`src/sbox_params.svh`:
```
`ifndef SBOX_PARAMS_SVH
`define SBOX_PARAMS_SVH

// lane count of the concentrator
// held at four since the sorting network only handles four items
`define SBOX_LANES 4

// bits needed to name one lane
`define SBOX_LG_LANES 2

// width of the data word carried in each lane
`define SBOX_DATA_W 8

`endif

```
`src/sbox_pkg.sv`:
```
`include "sbox_params.svh"

package sbox_pkg;

   // index of a single lane position
   typedef logic [`SBOX_LG_LANES-1:0] lane_idx_t;

   // one index per lane, element j refers to lane position j
   typedef lane_idx_t [`SBOX_LANES-1:0] lane_perm_t;

   // all lane data words of one bundle
   typedef logic [`SBOX_LANES-1:0][`SBOX_DATA_W-1:0] lane_data_t;

   // bundle as it arrives from the switch box
   // mask bit j set means lane j is occupied
   typedef struct packed {
      lane_data_t data;
      logic [`SBOX_LANES-1:0] mask;
   } in_bundle_s;

   // permutations derived from the occupancy mask
   // fwd_perm[j] is the input lane that lands on output j
   // bkwd_perm[k] is the output position that input lane k went to
   typedef struct packed {
      lane_perm_t fwd_perm;
      logic [`SBOX_LANES-1:0] fwd_valid;
      lane_perm_t bkwd_perm;
   } route_s;

   // concentrated bundle handed downstream
   // count spans 0 to SBOX_LANES, hence one extra bit
   typedef struct packed {
      lane_data_t data;
      logic [`SBOX_LANES-1:0] lane_valid;
      logic [`SBOX_LG_LANES:0] count;
      lane_perm_t bkwd_perm;
   } out_bundle_s;

endpackage

```
`src/bsg_sort_stable.sv`:
```
`timescale 1ns/1ps

// four item sorting network
// items are ordered ascending by key field [t_p:b_p], the whole item travels
module bsg_sort_stable
  #(parameter width_p = 3
   ,parameter t_p     = 2
   ,parameter b_p     = 2
   )
   (input  logic [3:0][width_p-1:0] i
   ,output logic [3:0][width_p-1:0] o
   );

   // outputs of the three comparator layers
   logic [3:0][width_p-1:0] layer_a;
   logic [3:0][width_p-1:0] layer_b;
   logic [3:0][width_p-1:0] layer_c;

   // strict compare on the key field only
   // equal keys never swap
   function automatic logic key_gt
     (input logic [width_p-1:0] a
     ,input logic [width_p-1:0] b
     );
      key_gt = a[t_p:b_p] > b[t_p:b_p];
   endfunction

   // layer a, neighbours (0,1) and (2,3)
   always_comb
   begin
      layer_a = i;
      if (key_gt(i[0], i[1]))
      begin
         layer_a[0] = i[1];
         layer_a[1] = i[0];
      end
      if (key_gt(i[2], i[3]))
      begin
         layer_a[2] = i[3];
         layer_a[3] = i[2];
      end
   end

   // layer b, pairs (0,2) and (1,3)
   // after this the minimum sits at 0 and the maximum at 3
   always_comb
   begin
      layer_b = layer_a;
      if (key_gt(layer_a[0], layer_a[2]))
      begin
         layer_b[0] = layer_a[2];
         layer_b[2] = layer_a[0];
      end
      if (key_gt(layer_a[1], layer_a[3]))
      begin
         layer_b[1] = layer_a[3];
         layer_b[3] = layer_a[1];
      end
   end

   // layer c, middle pair (1,2) settles the rest
   always_comb
   begin
      layer_c = layer_b;
      if (key_gt(layer_b[1], layer_b[2]))
      begin
         layer_c[1] = layer_b[2];
         layer_c[2] = layer_b[1];
      end
   end

   assign o = layer_c;

endmodule

```
`src/bsg_sbox_ctrl_concentrate.sv`:
```
`timescale 1ns/1ps
`include "sbox_params.svh"

// occupancy vector to concentrate / deconcentrate permutations
//
// example for vec 1011
//   output 0 <- lane 0, output 1 <- lane 1, output 2 <- lane 3, output 3 <- lane 2
//   the backward permutation is the inverse of that mapping
module bsg_sbox_ctrl_concentrate
   (input  logic [`SBOX_LANES-1:0] vec_i
   ,output sbox_pkg::lane_perm_t   fwd_perm_o
   ,output logic [`SBOX_LANES-1:0] fwd_valid_o
   ,output sbox_pkg::lane_perm_t   bkwd_perm_o
   );

   import sbox_pkg::*;

   localparam int lg_lp = `SBOX_LG_LANES;

   // forward sort items, {~vec bit, lane index}
   logic [`SBOX_LANES-1:0][lg_lp:0] fwd_sort_li;
   logic [`SBOX_LANES-1:0][lg_lp:0] fwd_sort_lo;

   // backward sort items, {forward index, output position}
   logic [`SBOX_LANES-1:0][2*lg_lp-1:0] bkwd_sort_li;
   logic [`SBOX_LANES-1:0][2*lg_lp-1:0] bkwd_sort_lo;

   // **************************************************
   // forward permutation
   // **************************************************

   // occupied lanes carry a 0 in the top bit and so sort first
   // the lane index sits in the key too, keys are all distinct,
   // so occupied lanes come out in their original order
   for (genvar j = 0; j < `SBOX_LANES; j++)
   begin : g_fwd_in
      assign fwd_sort_li[j] = {~vec_i[j], lane_idx_t'(j)};
   end

   bsg_sort_stable
     #(.width_p(lg_lp+1)
      ,.t_p    (lg_lp)
      ,.b_p    (0)
      )
   fwd_sort
      (.i(fwd_sort_li)
      ,.o(fwd_sort_lo)
      );

   // low bits name the source lane, top bit is the inverted occupancy
   for (genvar j = 0; j < `SBOX_LANES; j++)
   begin : g_fwd_out
      assign fwd_perm_o[j]  = fwd_sort_lo[j][lg_lp-1:0];
      assign fwd_valid_o[j] = ~fwd_sort_lo[j][lg_lp];
   end

   // **************************************************
   // backward permutation
   // **************************************************

   // sorting on the forward indices brings lane k to position k,
   // its tag then tells which output that lane was moved to
   for (genvar j = 0; j < `SBOX_LANES; j++)
   begin : g_bkwd_in
      assign bkwd_sort_li[j] = {fwd_perm_o[j], lane_idx_t'(j)};
   end

   bsg_sort_stable
     #(.width_p(2*lg_lp)
      ,.t_p    (2*lg_lp-1)
      ,.b_p    (lg_lp)
      )
   bkwd_sort
      (.i(bkwd_sort_li)
      ,.o(bkwd_sort_lo)
      );

   for (genvar j = 0; j < `SBOX_LANES; j++)
   begin : g_bkwd_out
      assign bkwd_perm_o[j] = bkwd_sort_lo[j][lg_lp-1:0];
   end

endmodule

```
`src/sbox_route_gen.sv`:
```
`timescale 1ns/1ps
`include "sbox_params.svh"

// route register beside the lane buffer
// mask is decoded combinationally and captured on the same load pulse
// as the lane data, so route and data always describe one bundle
module sbox_route_gen
   (input  logic                   clk_i
   ,input  logic                   reset_i
   ,input  logic                   load_i
   ,input  logic [`SBOX_LANES-1:0] mask_i
   ,output sbox_pkg::route_s       route_o
   );

   import sbox_pkg::*;

   // combinational control outputs
   lane_perm_t             fwd_perm;
   logic [`SBOX_LANES-1:0] fwd_valid;
   lane_perm_t             bkwd_perm;

   // registered route
   route_s route_r;

   bsg_sbox_ctrl_concentrate ctrl
      (.vec_i      (mask_i)
      ,.fwd_perm_o (fwd_perm)
      ,.fwd_valid_o(fwd_valid)
      ,.bkwd_perm_o(bkwd_perm)
      );

   // **************************************************
   // route register
   // **************************************************

   // held while the stage stalls, updated only on a transfer in
   always_ff @(posedge clk_i)
   begin
      if (reset_i)
      begin
         route_r <= '0;
      end
      else if (load_i)
      begin
         route_r.fwd_perm  <= fwd_perm;
         route_r.fwd_valid <= fwd_valid;
         route_r.bkwd_perm <= bkwd_perm;
      end
   end

   assign route_o = route_r;

endmodule

```
`src/sbox_lane_buffer.sv`:
```
`timescale 1ns/1ps

// first pipeline stage, one entry
// holds the lane data only, the mask goes to the route generator
module sbox_lane_buffer
   (input  logic                  clk_i
   ,input  logic                  reset_i
   // upstream port
   ,input  logic                  in_valid_i
   ,input  sbox_pkg::in_bundle_s  in_bundle_i
   ,output logic                  in_ready_o
   // transfer strobe for the route register
   ,output logic                  load_o
   // stage port towards the crossbar
   ,output logic                  stage_valid_o
   ,output sbox_pkg::lane_data_t  stage_data_o
   ,input  logic                  stage_ready_i
   );

   import sbox_pkg::*;

   logic       valid_r;
   lane_data_t data_r;
   logic       accept;

   // free when empty or when the crossbar drains us this cycle
   assign in_ready_o = ~valid_r | stage_ready_i;

   // one transfer in per cycle at most
   assign accept = in_valid_i & in_ready_o;

   // route generator samples the mask on exactly this pulse
   assign load_o = accept;

   // **************************************************
   // stage registers
   // **************************************************

   // valid follows the input whenever the slot opens up
   // otherwise the current bundle is held
   always_ff @(posedge clk_i)
   begin
      if (reset_i)
         valid_r <= 1'b0;
      else if (in_ready_o)
         valid_r <= in_valid_i;
   end

   // payload only moves on a real transfer
   always_ff @(posedge clk_i)
   begin
      if (accept)
         data_r <= in_bundle_i.data;
   end

   assign stage_valid_o = valid_r;
   assign stage_data_o  = data_r;

endmodule

```
`src/sbox_crossbar.sv`:
```
`timescale 1ns/1ps
`include "sbox_params.svh"

// second pipeline stage
// routes buffered lanes through the forward permutation and
// registers the concentrated bundle for the downstream port
module sbox_crossbar
   (input  logic                  clk_i
   ,input  logic                  reset_i
   // stage port from the lane buffer
   ,input  logic                  stage_valid_i
   ,input  sbox_pkg::lane_data_t  stage_data_i
   ,input  sbox_pkg::route_s      route_i
   ,output logic                  stage_ready_o
   // downstream port
   ,output logic                  out_valid_o
   ,output sbox_pkg::out_bundle_s out_bundle_o
   ,input  logic                  out_ready_i
   );

   import sbox_pkg::*;

   out_bundle_s out_n;
   out_bundle_s out_r;
   logic        out_valid_r;
   logic        accept;

   // **************************************************
   // lane mux and popcount
   // **************************************************

   always_comb
   begin
      out_n = '0;
      for (int j = 0; j < `SBOX_LANES; j++)
      begin
         // output j pulls from the lane named by fwd_perm[j]
         // unused outputs stay zero
         if (route_i.fwd_valid[j])
            out_n.data[j] = stage_data_i[route_i.fwd_perm[j]];
         // occupied lanes counted as they pass
         out_n.count = out_n.count + {{`SBOX_LG_LANES{1'b0}}, route_i.fwd_valid[j]};
      end
      // valid bits are already packed low by the sort
      out_n.lane_valid = route_i.fwd_valid;
      out_n.bkwd_perm  = route_i.bkwd_perm;
   end

   // **************************************************
   // output register
   // **************************************************

   // room when empty or when downstream takes the current bundle
   assign stage_ready_o = ~out_valid_r | out_ready_i;
   assign accept        = stage_valid_i & stage_ready_o;

   always_ff @(posedge clk_i)
   begin
      if (reset_i)
         out_valid_r <= 1'b0;
      else if (stage_ready_o)
         out_valid_r <= stage_valid_i;
   end

   // held unchanged while downstream stalls
   always_ff @(posedge clk_i)
   begin
      if (accept)
         out_r <= out_n;
   end

   assign out_valid_o  = out_valid_r;
   assign out_bundle_o = out_r;

endmodule

```
`src/sbox_concentrator.sv`:
```
`timescale 1ns/1ps

// four lane concentrator, two register stages
// lane buffer and route register fill together, crossbar feeds the output
module sbox_concentrator
   (input  logic                  clk_i
   ,input  logic                  reset_i
   // upstream port
   ,input  logic                  in_valid_i
   ,input  sbox_pkg::in_bundle_s  in_bundle_i
   ,output logic                  in_ready_o
   // downstream port
   ,output logic                  out_valid_o
   ,output sbox_pkg::out_bundle_s out_bundle_o
   ,input  logic                  out_ready_i
   );

   import sbox_pkg::*;

   // shared load strobe between buffer and route register
   logic       load;

   // stage handshake between buffer and crossbar
   logic       stage_valid;
   logic       stage_ready;
   lane_data_t stage_data;
   route_s     route;

   sbox_lane_buffer lane_buf
      (.clk_i        (clk_i)
      ,.reset_i      (reset_i)
      ,.in_valid_i   (in_valid_i)
      ,.in_bundle_i  (in_bundle_i)
      ,.in_ready_o   (in_ready_o)
      ,.load_o       (load)
      ,.stage_valid_o(stage_valid)
      ,.stage_data_o (stage_data)
      ,.stage_ready_i(stage_ready)
      );

   // mask is taken straight off the input port
   sbox_route_gen route_gen
      (.clk_i  (clk_i)
      ,.reset_i(reset_i)
      ,.load_i (load)
      ,.mask_i (in_bundle_i.mask)
      ,.route_o(route)
      );

   sbox_crossbar xbar
      (.clk_i        (clk_i)
      ,.reset_i      (reset_i)
      ,.stage_valid_i(stage_valid)
      ,.stage_data_i (stage_data)
      ,.route_i      (route)
      ,.stage_ready_o(stage_ready)
      ,.out_valid_o  (out_valid_o)
      ,.out_bundle_o (out_bundle_o)
      ,.out_ready_i  (out_ready_i)
      );

endmodule

```
`config.mk`:
```
export PLATFORM = sky130hd
export DESIGN_NAME = sbox_concentrator
export DESIGN_NICKNAME = d
export VERILOG_FILES = /design/src/sbox_pkg.sv /design/src/bsg_sort_stable.sv /design/src/bsg_sbox_ctrl_concentrate.sv /design/src/sbox_route_gen.sv /design/src/sbox_lane_buffer.sv /design/src/sbox_crossbar.sv /design/src/sbox_concentrator.sv
export VERILOG_INCLUDE_DIRS = /design/src
export SDC_FILE = /design/constraint.sdc
export NUM_CORES = 1
export LEC_CHECK = 0
export ABC_AREA = 1
export ABC_CLOCK_PERIOD_IN_PS = 16800
export BUFFER_PORTS_ARGS = -buffer_cell sky130_fd_sc_hd__clkbuf_2
export CAP_MARGIN = 10
export CORE_MARGIN = 3
export CORE_UTILIZATION = 50
export DETAILED_ROUTE_END_ITERATION = 10
export GPL_ROUTABILITY_DRIVEN = 0
export GPL_TIMING_DRIVEN = 0
export PLACE_DENSITY = 0.69
export SETUP_SLACK_MARGIN = 0.4
export SLEW_MARGIN = 15
export SYNTH_ARGS = -nofsm -noshare
export SYNTH_HDL_FRONTEND = slang
export SYNTH_HIERARCHICAL = 1
export SYNTH_SLANG_ARGS = --single-unit
```
`constraint.sdc`:
```
create_clock -name clk_i -period 16.8 [get_ports clk_i]
set_clock_uncertainty 0.15 [all_clocks]
set_input_delay 2.52 -clock clk_i [delete_from_list [all_inputs] [get_ports clk_i]]
set_output_delay 2.52 -clock clk_i [all_outputs]
set_load 0.1 [all_outputs]
```
Word level (Yosys, flattened, before mapping)
Index checks and enable logic that the tools add are counted.
{"block": "totals", "reg_bits": 101, "latch_bits": 0, "ramBits": 0, "rom_bits": 0, "input_bits": 40, "out_inout_bits": 49, "wordCells": 78, "mem_count": 0}
{"block": "classes", "add_sub_neg": 3, "n_mul": 0, "div": 0, "n_lt_le_gt_ge": 14, "n_eq_ne": 0, "shifts": 0, "muxes": 22, "bitwise_logic": 14, "reduce_logical": 0}
{"operator": "$bmux 8 s2", "n": 4}
{"operator": "$mux 8", "n": 6}
{"operator": "$mux 6", "n": 4}
{"operator": "$gt 3x3->1", "n": 5}
{"operator": "$lt 2x3->1 const B", "n": 4}
{"operator": "$mux 3", "n": 4}
{"operator": "$gt 2x2->1", "n": 5}
{"operator": "$not 1->1", "n": 10}
{"operator": "$mux 4", "n": 2}
{"operator": "$add 3x1->3", "n": 2}
{"operator": "$mux 2", "n": 2}
{"operator": "$add 1x1->2", "n": 1}
{"operator": "$and 1x1->1", "n": 2}
{"operator": "$or 1x1->1", "n": 2}

Depth between registers and ports, before layout
Gate-level depths: netlist (run 1).
{"block": "depth", "word_depth": 13, "mapped_depth": 48}

Modules after synthesis
Netlist (run 1), hierarchy kept.
{"mod": "sbox_crossbar", "n_inst": 1, "cells_per_inst": 342, "area_per_inst_um2": 2830.2}
{"mod": "sbox_lane_buffer", "n_inst": 1, "cells_per_inst": 38, "area_per_inst_um2": 1008.5}
{"mod": "bsg_sort_stable at route_gen.ctrl.bkwd_sort", "n_inst": 1, "cells_per_inst": 137, "area_per_inst_um2": 868.3}
{"mod": "sbox_route_gen", "n_inst": 1, "cells_per_inst": 127, "area_per_inst_um2": 834.6}
{"mod": "bsg_sort_stable at route_gen.ctrl.fwd_sort", "n_inst": 1, "cells_per_inst": 148, "area_per_inst_um2": 810.8}
{"mod": "bsg_sbox_ctrl_concentrate", "n_inst": 1, "cells_per_inst": 10, "area_per_inst_um2": 37.5}

Least setup slack after synthesis (run 1)
OpenSTA, ideal clock, no wires.
{"block": "synth_path", "path_type": "in2reg", "start": "input port in_bundle_i[3] (netlist bit)", "end": "register route_gen.route_r (netlist bit route_gen/route_o[4])", "setup_ps": 113, "t_arrival_ps": 7995, "required_ps": 16537, "path_slack_ps": 8542, "cell_stages": 46, "cell_sequence": "inv_1 -> inv_1 -> ha_1 -> a21oi_1 -> nand2_2 -> nand2_2 -> nand2_1 -> and2_4 -> ha_1 -> nand2_1 -> nor2_1 -> nor2_1 -> nand2_1 -> and2_1 -> ha_1 -> nand2_1 -> nor2_1 -> nor2_1 -> (+10 left out) -> nand2_1 -> o21ai_2 -> ha_1 -> inv_1 -> o22ai_2 -> nor2_2 -> a21oi_2 -> inv_2 -> ha_1 -> nand2_1 -> o21a_1 -> inv_1 -> nand3_1 -> nand2_1 -> inv_1 -> nand2_1 -> nand2_1 -> nor2_1"}
{"item": "start, declared", "line": "sbox_concentrator.sv:10", "source": ",input sbox_pkg::in_bundle_s in_bundle_i"}
{"item": "end, declared", "line": "sbox_route_gen.sv:23", "source": "route_s route_r;"}

==> results of run 1 <==
-- stage by stage --
stage / power (uW) / cell area [sq um] / hold slack [ns] / std cells / setup WS, ns
after floorplan: 1160 / 6440 / 0.259 / 823 / 8.71
after global placement: 1310 / 7090 / 0.261 / 1079 / 7.98
after detailed placement: 1330 / 7190 / 0.264 / 1082 / 7.89
after CTS: 1530 / 7470 / 0.281 / 1098 / 8.24
after global routing: 1670 / 7470 / 0.290 / 1098 / 7.53
final: 1520 / 7470 / 0.281 / 1098 / 8.29
-- final cells by class --
cell class / count / share of cell area, %
buffer: 24 / 3.18
clock buffer: 9 / 3.01
clock inverter: 7 / 0.804
inverter: 127 / 6.53
multi-input combinational: 571 / 39.1
sequential: 101 / 37.6
tap: 168 / 2.81
timing repair buffer: 91 / 6.90
-- flip-flops by register name (all words and copies together) (netlist names) --
name and flops:
lane_buf/stage_data_o 32, lane_buf/stage_valid_o 1, route_gen/route_o 20, xbar/out_valid_o 1
xbar/out_bundle_o 47
-- power by group through the flow --
| stage | sequential [uW] | combinational (uW) | clock [uW] |
|---|---|---|---|
| floorplan | 389 | 766 | 0 |
| global placement | 323 | 990 | 0 |
| detailed placement | 323 | 1010 | 0 |
| CTS | 317 | 1010 | 198 |
| global route | 320 | 1150 | 206 |
| finish | 317 | 1010 | 193 |
-- per-layer routing --
| metal | GRT usage (%) | up-vias |
|---|---|---|
| li1 | - | 2769 |
| met2 | 36.1 | 213 |
| met3 | 3.88 | 51 |
| met1 | 25.2 | 2343 |
| met5 | 0 | - |
| met4 | 8.94 | 0 |
-- worst max path at each step --
stage | to | slack [ns] | cells after the start
6_report | route_gen/route_o[4] | 8.29 | 47
5_1_grt | route_gen/route_o[4] | 7.53 | 47
4_1_cts | route_gen/route_o[4] | 8.24 | 47
3_5_place_dp | route_gen/route_o[4] | 7.89 | 47
3_3_place_gp | route_gen/route_o[4] | 7.98 | 47
2_1_floorplan | route_gen/route_o[4] | 8.71 | 46
-- critical path, delay by kind of cell --
kind,cells,cell delay [ns]
AOI/OAI and AO/OA,8,1.49
adders and majority gates,6,1.60
and+or+nand+nor,23,2.21
buffers and inverters,10,0.81
==> summary.txt, run 1 <==
Floorplanning
  – Core Area: 0.0122 sq mm
  – Die area: 0.0140 sq mm
  – Die X: 118 microns
  – Initial Util: 51.9%
  – Die Y: 118 microns
  – # rows: 40
  – Number of I/O pins: 89

Pwr
  – Clock share of power: 12.7%
  – Sequential power share: 20.9%
  – LEAKAGE: 0.00377 uW
  – Logic pwr share: 66.4%
  – Net Sw Frac: 49.4%
  – Power Density: 203 mW/mm^2
  – Max IR drop VDD: 0.000338 V
  – Net Sw Power: 749 uW
  – Cell Int Power: 768 uW

Run status
  – Status: complete, no violations

Drt
  – Residual DRC: 0
  – Wire length on met1: 6.01 mm
  – Drt first pass iters: 5
  – Met3 Routed Length: 945 microns
  – DR vias: 5376
  – Initial DRC count: 484
  – Vias per cell: 4.90
  – Top sig layer: met4
  – Wire length on met2: 6.89 mm
  – Routed len/inst: 13.1 microns
  – Antenna Nets Post-Route: 0
  – Post-Route WL: 14.4 mm

Worst hold path
  – Worst Hold Depth: 0
  – Hold Path Origin: route_gen/route_o[1]
  – Worst hold endpoint: xbar/out_bundle_o[1]
  – Hold WC Path Type: flop to flop

Worst setup path
  – Critical path type: input pin to flop
  – Worst R2R Setup Slack: 14.61 ns
  – CP max-delay cell: o22ai_2
  – Max FO, Critical Path: 10
  – Reg2Reg Depth: 5
  – WP data required: 16.90 ns
  – Reg2Reg Launch Point: route_gen/route_o[8]
  – CP Capture Type: flop
  – Setup crit start: in_bundle_i[3]
  – Slowest cell delay on critical path: 0.36 ns
  – WP data arrival: 8.61 ns
  – R2r endpoint: xbar/out_bundle_o[9]
  – CP dominant cell by count: nand2_1
  – Critical Path Source Type: input pin

Layout
  – Fill count: 1110
  – Most frequent cells in the layout: 231 x nand2_1, 108 x nand3_1, 98 x inv_1, 88 x clkbuf_2, 79 x edfxtp_1
  – Final core occ: 61.5%
  – Sequential cell area: 0.00281 sq mm
  – Total Nets Final: 1000
  – Commonest non-fill, non-tap cell in the layout: nand2_1
  – Multi-input gate area: 0.00292 sq mm
  – N_diodes: 0
  – Area Growth Syn to Fin: 18.4%
  – Share of layout cells above drive strength 1: 21.7%

Global route
  – Global-route wire length before repair: 23.4 mm
  – Number of global-route vias before repair: 4879
  – Largest net degree at the start of global routing: 29
  – Tot GR Track Use: 20.8%
  – Grt ovf: 0
  – Initial antenna violation count: 0

CTS
  – Post-CTS Resized: 0
  – Hold_buf cts: 0
  – CTS Sinks: 101
  – Clk pin slew, worst setup/hold paths: 0.07 ns
  – Clk buf depth: 2
  – CTS tree: built
  – Worst-Skew Late Latency: 0.35 ns
  – H-tree depth: 3
  – CTS Buf Count: 9
  – Post-CTS setup buffers: 0
  – Root Driver: clkbuf_16

Run
  – Max_cap viols: 0

Timing
  – Max frequency: 0.117 GHz
  – Slew Viols, Final: 0
  – Final-report hold violation count: 0
  – Worst-Margin Slew: 0.563 ns
  – Post-route setup TNS: 0 ns
  – Final Setup Violations: 0
  – RSZ-0062 raised after global routing: false
  – Crit share post-route: 50.7%
  – Slew HR: 62.6%
  – Crit path time final: 8.51 ns

Synth
  – Synth warnings: 6
  – Avg Cell Area, Syn: 8.00 sq um
  – Mapped Area: 0.00631 sq mm
  – Mapped Cells: 789

Placed design
  – Detailed placement HPWL: 11.0 mm
  – Port Buffer Count: 88
No activity file was read; power rests on OpenSTA's default activity.
==> run 2: changes to the inputs <==
--- a/config.mk
+++ b/config.mk
@@ -6,8 +6,8 @@
 export SDC_FILE = /design/constraint.sdc
 export NUM_CORES = 1
 export LEC_CHECK = 0
-export ABC_AREA = 1
-export ABC_CLOCK_PERIOD_IN_PS = 16800
+export ABC_AREA = 0
+export ABC_CLOCK_PERIOD_IN_PS = 8350
 export BUFFER_PORTS_ARGS = -buffer_cell sky130_fd_sc_hd__clkbuf_2
 export CAP_MARGIN = 10
 export CORE_MARGIN = 3
==> constraint.sdc (replaced) <==
create_clock -name clk_i -period 8.35 [get_ports clk_i]
set_clock_uncertainty 0.15 [all_clocks]
set_input_delay 1.2525 -clock clk_i [delete_from_list [all_inputs] [get_ports clk_i]]
set_output_delay 1.2525 -clock clk_i [all_outputs]
set_load 0.1 [all_outputs]
==> summary.txt, run 2 <==
Timing
  – Post-route setup TNS: 0 ns
  – Worst-Margin Slew: 0.759 ns
  – Slew HR: 47.9%
  – Final-report hold violation count: 0
  – Slew Viols, Final: 0
  – Crit path time final: 7.46 ns
  – Crit share post-route: 89.3%
  – RSZ-0062 raised after global routing: false
  – Max frequency: 0.134 GHz
  – Final Setup Violations: 0

Drt
  – Vias per cell: 5.37
  – Initial DRC count: 281
  – Routed len/inst: 16.0 microns
  – Residual DRC: 0
  – Post-Route WL: 12.9 mm
  – DR vias: 4341
  – Drt first pass iters: 5
  – Antenna Nets Post-Route: 0

Floorplanning
  – Die Y: 116 microns
  – Core Area: 0.0116 sq mm
  – # rows: 39
  – Initial Util: 52.1%
  – Die X: 116 microns
  – Number of I/O pins: 89
  – Die area: 0.0134 sq mm

Global route
  – Grt ovf: 0
  – Tot GR Track Use: 19.7%
  – Initial antenna violation count: 0
  – Number of global-route vias before repair: 4276
  – Global-route wire length before repair: 20.5 mm
  – Largest net degree at the start of global routing: 37

Layout
  – N_diodes: 0
  – Fill count: 920
  – Max reg flops: 47
  – Total Nets Final: 736
  – Sequential cell area: 0.00281 sq mm
  – Commonest non-fill, non-tap cell in the layout: mux2i_1
  – Area Growth Syn to Fin: 21.7%
  – Multi-input gate area: 0.00316 sq mm
  – Most frequent cells in the layout: 107 x mux2i_1, 89 x clkbuf_2, 79 x edfxtp_1, 56 x conb_1, 48 x inv_1
  – Share of layout cells above drive strength 1: 26.9%
  – Final core occ: 63.3%

Pwr
  – Sequential power share: 24.8%
  – Max IR drop VDD: 0.000256 V
  – Net Sw Frac: 41.3%
  – LEAKAGE: 0.00317 uW
  – Logic pwr share: 59.1%
  – Net Sw Power: 1070 uW
  – Cell Int Power: 1530 uW
  – Power Density: 354 mW/mm^2
  – Clock share of power: 16.1%

Worst setup path
  – Slowest cell delay on critical path: 0.37 ns
  – Worst R2R Setup Slack: 6.43 ns
  – Critical path type: input pin to flop
  – CP max-delay cell: mux2_4
  – Setup crit start: in_bundle_i[1]
  – WP data required: 8.41 ns
  – WP data arrival: 7.52 ns
  – Crit path to: route_gen/route_o[4]
  – Reg2Reg Launch Point: route_gen/route_o[8]
  – CP Capture Type: flop
  – CP dominant cell by count: inv_1
  – Max FO, Critical Path: 10
  – Reg2Reg Depth: 5
  – R2r endpoint: xbar/out_bundle_o[9]
  – Critical Path Source Type: input pin

Placed design
  – Port Buffer Count: 88
  – Detailed placement HPWL: 9.58 mm

Synth
  – Mapped Cells: 500
  – Synth warnings: 6
  – Mapped Area: 0.00605 sq mm
  – Avg Cell Area, Syn: 12.1 sq um

CTS
  – CTS tree: built
  – Hold_buf cts: 0
  – Clk buf depth: 2
  – Worst-Skew Late Latency: 0.34 ns
  – Clk pin slew, worst setup/hold paths: 0.06 ns
  – CTS Sinks: 101
  – Root Driver: clkbuf_16
  – H-tree depth: 3
  – CTS Buf Count: 9

Worst hold path
  – Hold WC Path Type: flop to flop

Run status
  – Status: complete, no violations

Run
  – Max_cap viols: 0
==> run 2: power groups by stage <==
stage	combinational (uW)	sequential (uW)	clock, uW
5_1_grt	1690	652	452
4_1_cts	1460	646	427
2_1_floorplan	1010	798	0
6_report	1540	646	418
3_3_place_gp	1360	655	0
3_5_place_dp	1400	655	0
==> run 2: how the worst min path moves through the flow <==
stage | start | end | cells after the start
2_1_floorplan | route_gen/route_o[0] | xbar/out_bundle_o[0] | 0
3_3_place_gp | route_gen/route_o[1] | xbar/out_bundle_o[1] | 0
3_5_place_dp | route_gen/route_o[2] | xbar/out_bundle_o[2] | 0
4_1_cts | route_gen/route_o[2] | xbar/out_bundle_o[2] | 0
5_1_grt | route_gen/route_o[1] | xbar/out_bundle_o[1] | 0
6_report | route_gen/route_o[1] | xbar/out_bundle_o[1] | 0
==> run 2: worst max-delay path, delay by kind of cell <==
family,cells,cell delay [ns]
mux,6,1.70
fa+ha+maj,6,1.61
compound gates,8,1.24
buf+inv,11,1.03
simple gates,6,0.67
==> run 2: repair_timing <==
| item | in CTS | in global routing |
|---|---|---|
| setup buffers | 1 | 6 |
| setup endpoints to repair | 4 | 4 |
| gates resized for setup | 5 | 18 |
| pin swaps | 0 | 1 |
==> run 2: through the flow <==
| step | hold slack [ns] | area, sq um | cells | power, uW | worst slack (ns) |
|---|---|---|---|---|---|
| 2_1_floorplan | 0.258 | 6250 | 554 | 1810 | 0.517 |
| 3_3_place_gp | 0.265 | 6870 | 785 | 2020 | -0.257 |
| 3_5_place_dp | 0.269 | 6900 | 786 | 2060 | -0.530 |
| 4_1_cts | 0.298 | 7240 | 803 | 2530 | 0.450 |
| 5_1_grt | 0.303 | 7360 | 809 | 2800 | 0.409 |
| 6_report | 0.295 | 7360 | 809 | 2600 | 0.891 |
==> run 2: final cells by class <==
type                       count  area share, %
inverter                      48           2.45
multi-input combinational    384           42.9
buffer                        21           2.72
clock buffer                  11           3.74
sequential                   101           38.2
timing repair buffer          96           6.97
clock inverter                 5          0.493
tap                          143           2.43
==> run 2: per-layer routing <==
layer  up-vias  GRT usage, %  routed length, microns
met3        25          4.80                     734
met4         0          5.57                     208
met2       135          33.1                    6440
met1      2054          25.3                    5560
li1       2127             -                       -
met5         -             0                       0
==> run 3: changes to the inputs <==
--- a/config.mk
+++ b/config.mk
@@ -10,12 +10,14 @@
 export ABC_CLOCK_PERIOD_IN_PS = 8350
 export BUFFER_PORTS_ARGS = -buffer_cell sky130_fd_sc_hd__clkbuf_2
 export CAP_MARGIN = 10
+export CELL_PAD_IN_SITES_DETAIL_PLACEMENT = 1
+export CELL_PAD_IN_SITES_GLOBAL_PLACEMENT = 2
 export CORE_MARGIN = 3
-export CORE_UTILIZATION = 50
+export CORE_UTILIZATION = 39
 export DETAILED_ROUTE_END_ITERATION = 10
 export GPL_ROUTABILITY_DRIVEN = 0
 export GPL_TIMING_DRIVEN = 0
-export PLACE_DENSITY = 0.69
+export PLACE_DENSITY = 0.79
 export SETUP_SLACK_MARGIN = 0.4
 export SLEW_MARGIN = 15
 export SYNTH_ARGS = -nofsm -noshare
==> summary.txt, run 3 (synthesized netlist as in run 2, its figures left out) <==
CTS
  – CTS Buf Count: 9
  – Hold_buf cts: 0
  – Clk buf depth: 2
  – CTS Sinks: 101
  – Root Driver: clkbuf_16
  – Worst-Skew Late Latency: 0.33 ns
  – Clk pin slew, worst setup/hold paths: 0.06 ns
  – H-tree depth: 3
  – CTS tree: built

Worst setup path
  – CP max-delay cell: mux2_4
  – CP Capture Type: flop
  – Worst R2R Setup Slack: 6.43 ns
  – WP buf/inv: 11
  – R2r endpoint: xbar/out_bundle_o[9]
  – Critical path type: input pin to flop
  – WP data arrival: 7.67 ns
  – Reg2Reg Depth: 5
  – Cell family with most CP delay: multiplexers
  – Reg2Reg Launch Point: route_gen/route_o[8]
  – Critical Path Source Type: input pin
  – WP data required: 8.41 ns
  – CP dominant cell by count: inv_1
  – Slowest cell delay on critical path: 0.37 ns
  – Max FO, Critical Path: 10

Pwr
  – Logic pwr share: 61.6%
  – Clock share of power: 14.0%
  – Overall power: 2650 uW
  – Sequential power share: 24.4%
  – Net Sw Power: 1130 uW
  – Power Density: 360 mW/mm^2
  – Max IR drop VDD: 0.000221 V
  – LEAKAGE: 0.00315 uW
  – Cell Int Power: 1520 uW
  – Net Sw Frac: 42.6%

Layout
  – Max reg flops: 47
  – Final core occ: 49.6%
  – Area Growth Syn to Fin: 21.9%
  – Non-Filler Cell Area, Final: 0.00737 sq mm
  – Most frequent cells in the layout: 109 x mux2i_1, 89 x clkbuf_2, 79 x edfxtp_1, 56 x conb_1, 47 x inv_1
  – Commonest non-fill, non-tap cell in the layout: mux2i_1
  – N_diodes: 0
  – Total Nets Final: 737
  – Share of layout cells above drive strength 1: 27.0%

Timing
  – Final Setup Violations: 0
  – Max frequency: 0.131 GHz
  – Crit path time final: 7.61 ns
  – Final-report hold violation count: 0
  – Crit share post-route: 91.1%
  – Final worst slack: 0.740 ns
  – Worst hold slack: 0.285 ns
  – Worst-Margin Slew: 0.799 ns
  – RSZ-0062 raised after global routing: false
  – Slew HR: 45.2%
  – Slew Viols, Final: 0

Floorplanning
  – Initial Util: 40.7%
  – Number of I/O pins: 89
  – Die Y: 131 microns
  – Core Area: 0.0149 sq mm
  – Die X: 131 microns
  – # rows: 44
  – Die area: 0.0170 sq mm

Worst hold path
  – Worst Hold Depth: 0
  – Hold WC Path Type: flop to flop
  – Worst hold endpoint: xbar/out_bundle_o[5]
  – Hold Path Origin: route_gen/route_o[5]

Run status
  – Status: complete, no violations

Drt
  – Initial DRC count: 215
  – Antenna Nets Post-Route: 0
  – Routed len/inst: 17.8 microns
  – Residual DRC: 0
  – DR vias: 4424
  – Vias per cell: 5.20
  – Drt first pass iters: 5
  – Post-Route WL: 15.1 mm

Global route
  – Global-route wire length before repair: 23.6 mm
  – Tot GR Track Use: 17.9%
  – Grt ovf: 0
  – Initial antenna violation count: 0
  – Number of global-route vias before repair: 4603
  – Largest net degree at the start of global routing: 35

Placed design
  – Placed inst area: 0.00695 sq mm
  – Detailed placement HPWL: 11.5 mm
  – Port Buffer Count: 88
  – Dpl ws: -0.871 ns

Run
  – Max_cap viols: 0
run 3: cell count changes in the layout (fill, tap and decap cells not counted), sizes merged:
cell | previous run | this run
inv | 51 | 48
clkbuf | 103 | 104
clkinvlp | 0 | 2
buf | 25 | 26
run 3: how the worst max path moves through the flow:
stage                               from                    to  cells after the start
after floorplan           in_bundle_i[1]  route_gen/route_o[2]                     37
after global placement    in_bundle_i[1]  route_gen/route_o[2]                     38
after detailed placement  in_bundle_i[1]  route_gen/route_o[3]                     38
after CTS                 in_bundle_i[1]  route_gen/route_o[3]                     38
after global routing      in_bundle_i[1]  route_gen/route_o[2]                     38
final                     in_bundle_i[1]  route_gen/route_o[2]                     36
run 3: what timing repair did:
| item | CTS | global route |
|---|---|---|
| pin swaps | 0 | 3 |
| gates resized for setup | 14 | 14 |
| setup buffers | 1 | 7 |
| endpoints found under the setup margin | 4 | 4 |
run 3: power by group through the flow:
stage,sequential [uW],clock [uW],combinational [uW]
floorplan,798,0,1010
global placement,655,0,1400
detailed placement,658,0,1460
CTS,648,385,1560
global route,653,403,1800
finish,647,372,1630
run 3: cell type report:
cell class / count / area (sq um)
timing repair buffer: 97 / 520
inverter: 48 / 180
sequential: 101 / 2810
multi-input combinational: 384 / 3160
clock inverter: 4 / 25.0
tap: 184 / 230
buffer: 21 / 203
fill: 1639 / 7500
clock buffer: 12 / 236
run 3: per-layer routing:
metal,track usage [%],vias up,share of wire (%)
met1,22.3,2207,43
met5,0,-,0
met4,3.39,0,0.70
li1,-,2127,-
met2,32.0,80,52
met3,4.31,10,4.0
run 3: through the flow:
| step | instances | TNS [ns] |
|---|---|---|
| 2_1_floorplan | 554 | 0 |
| 3_3_place_gp | 826 | -2.03 |
| 3_5_place_dp | 827 | -3.42 |
| 4_1_cts | 844 | 0 |
| 5_1_grt | 851 | 0 |
| 6_report | 851 | 0 |
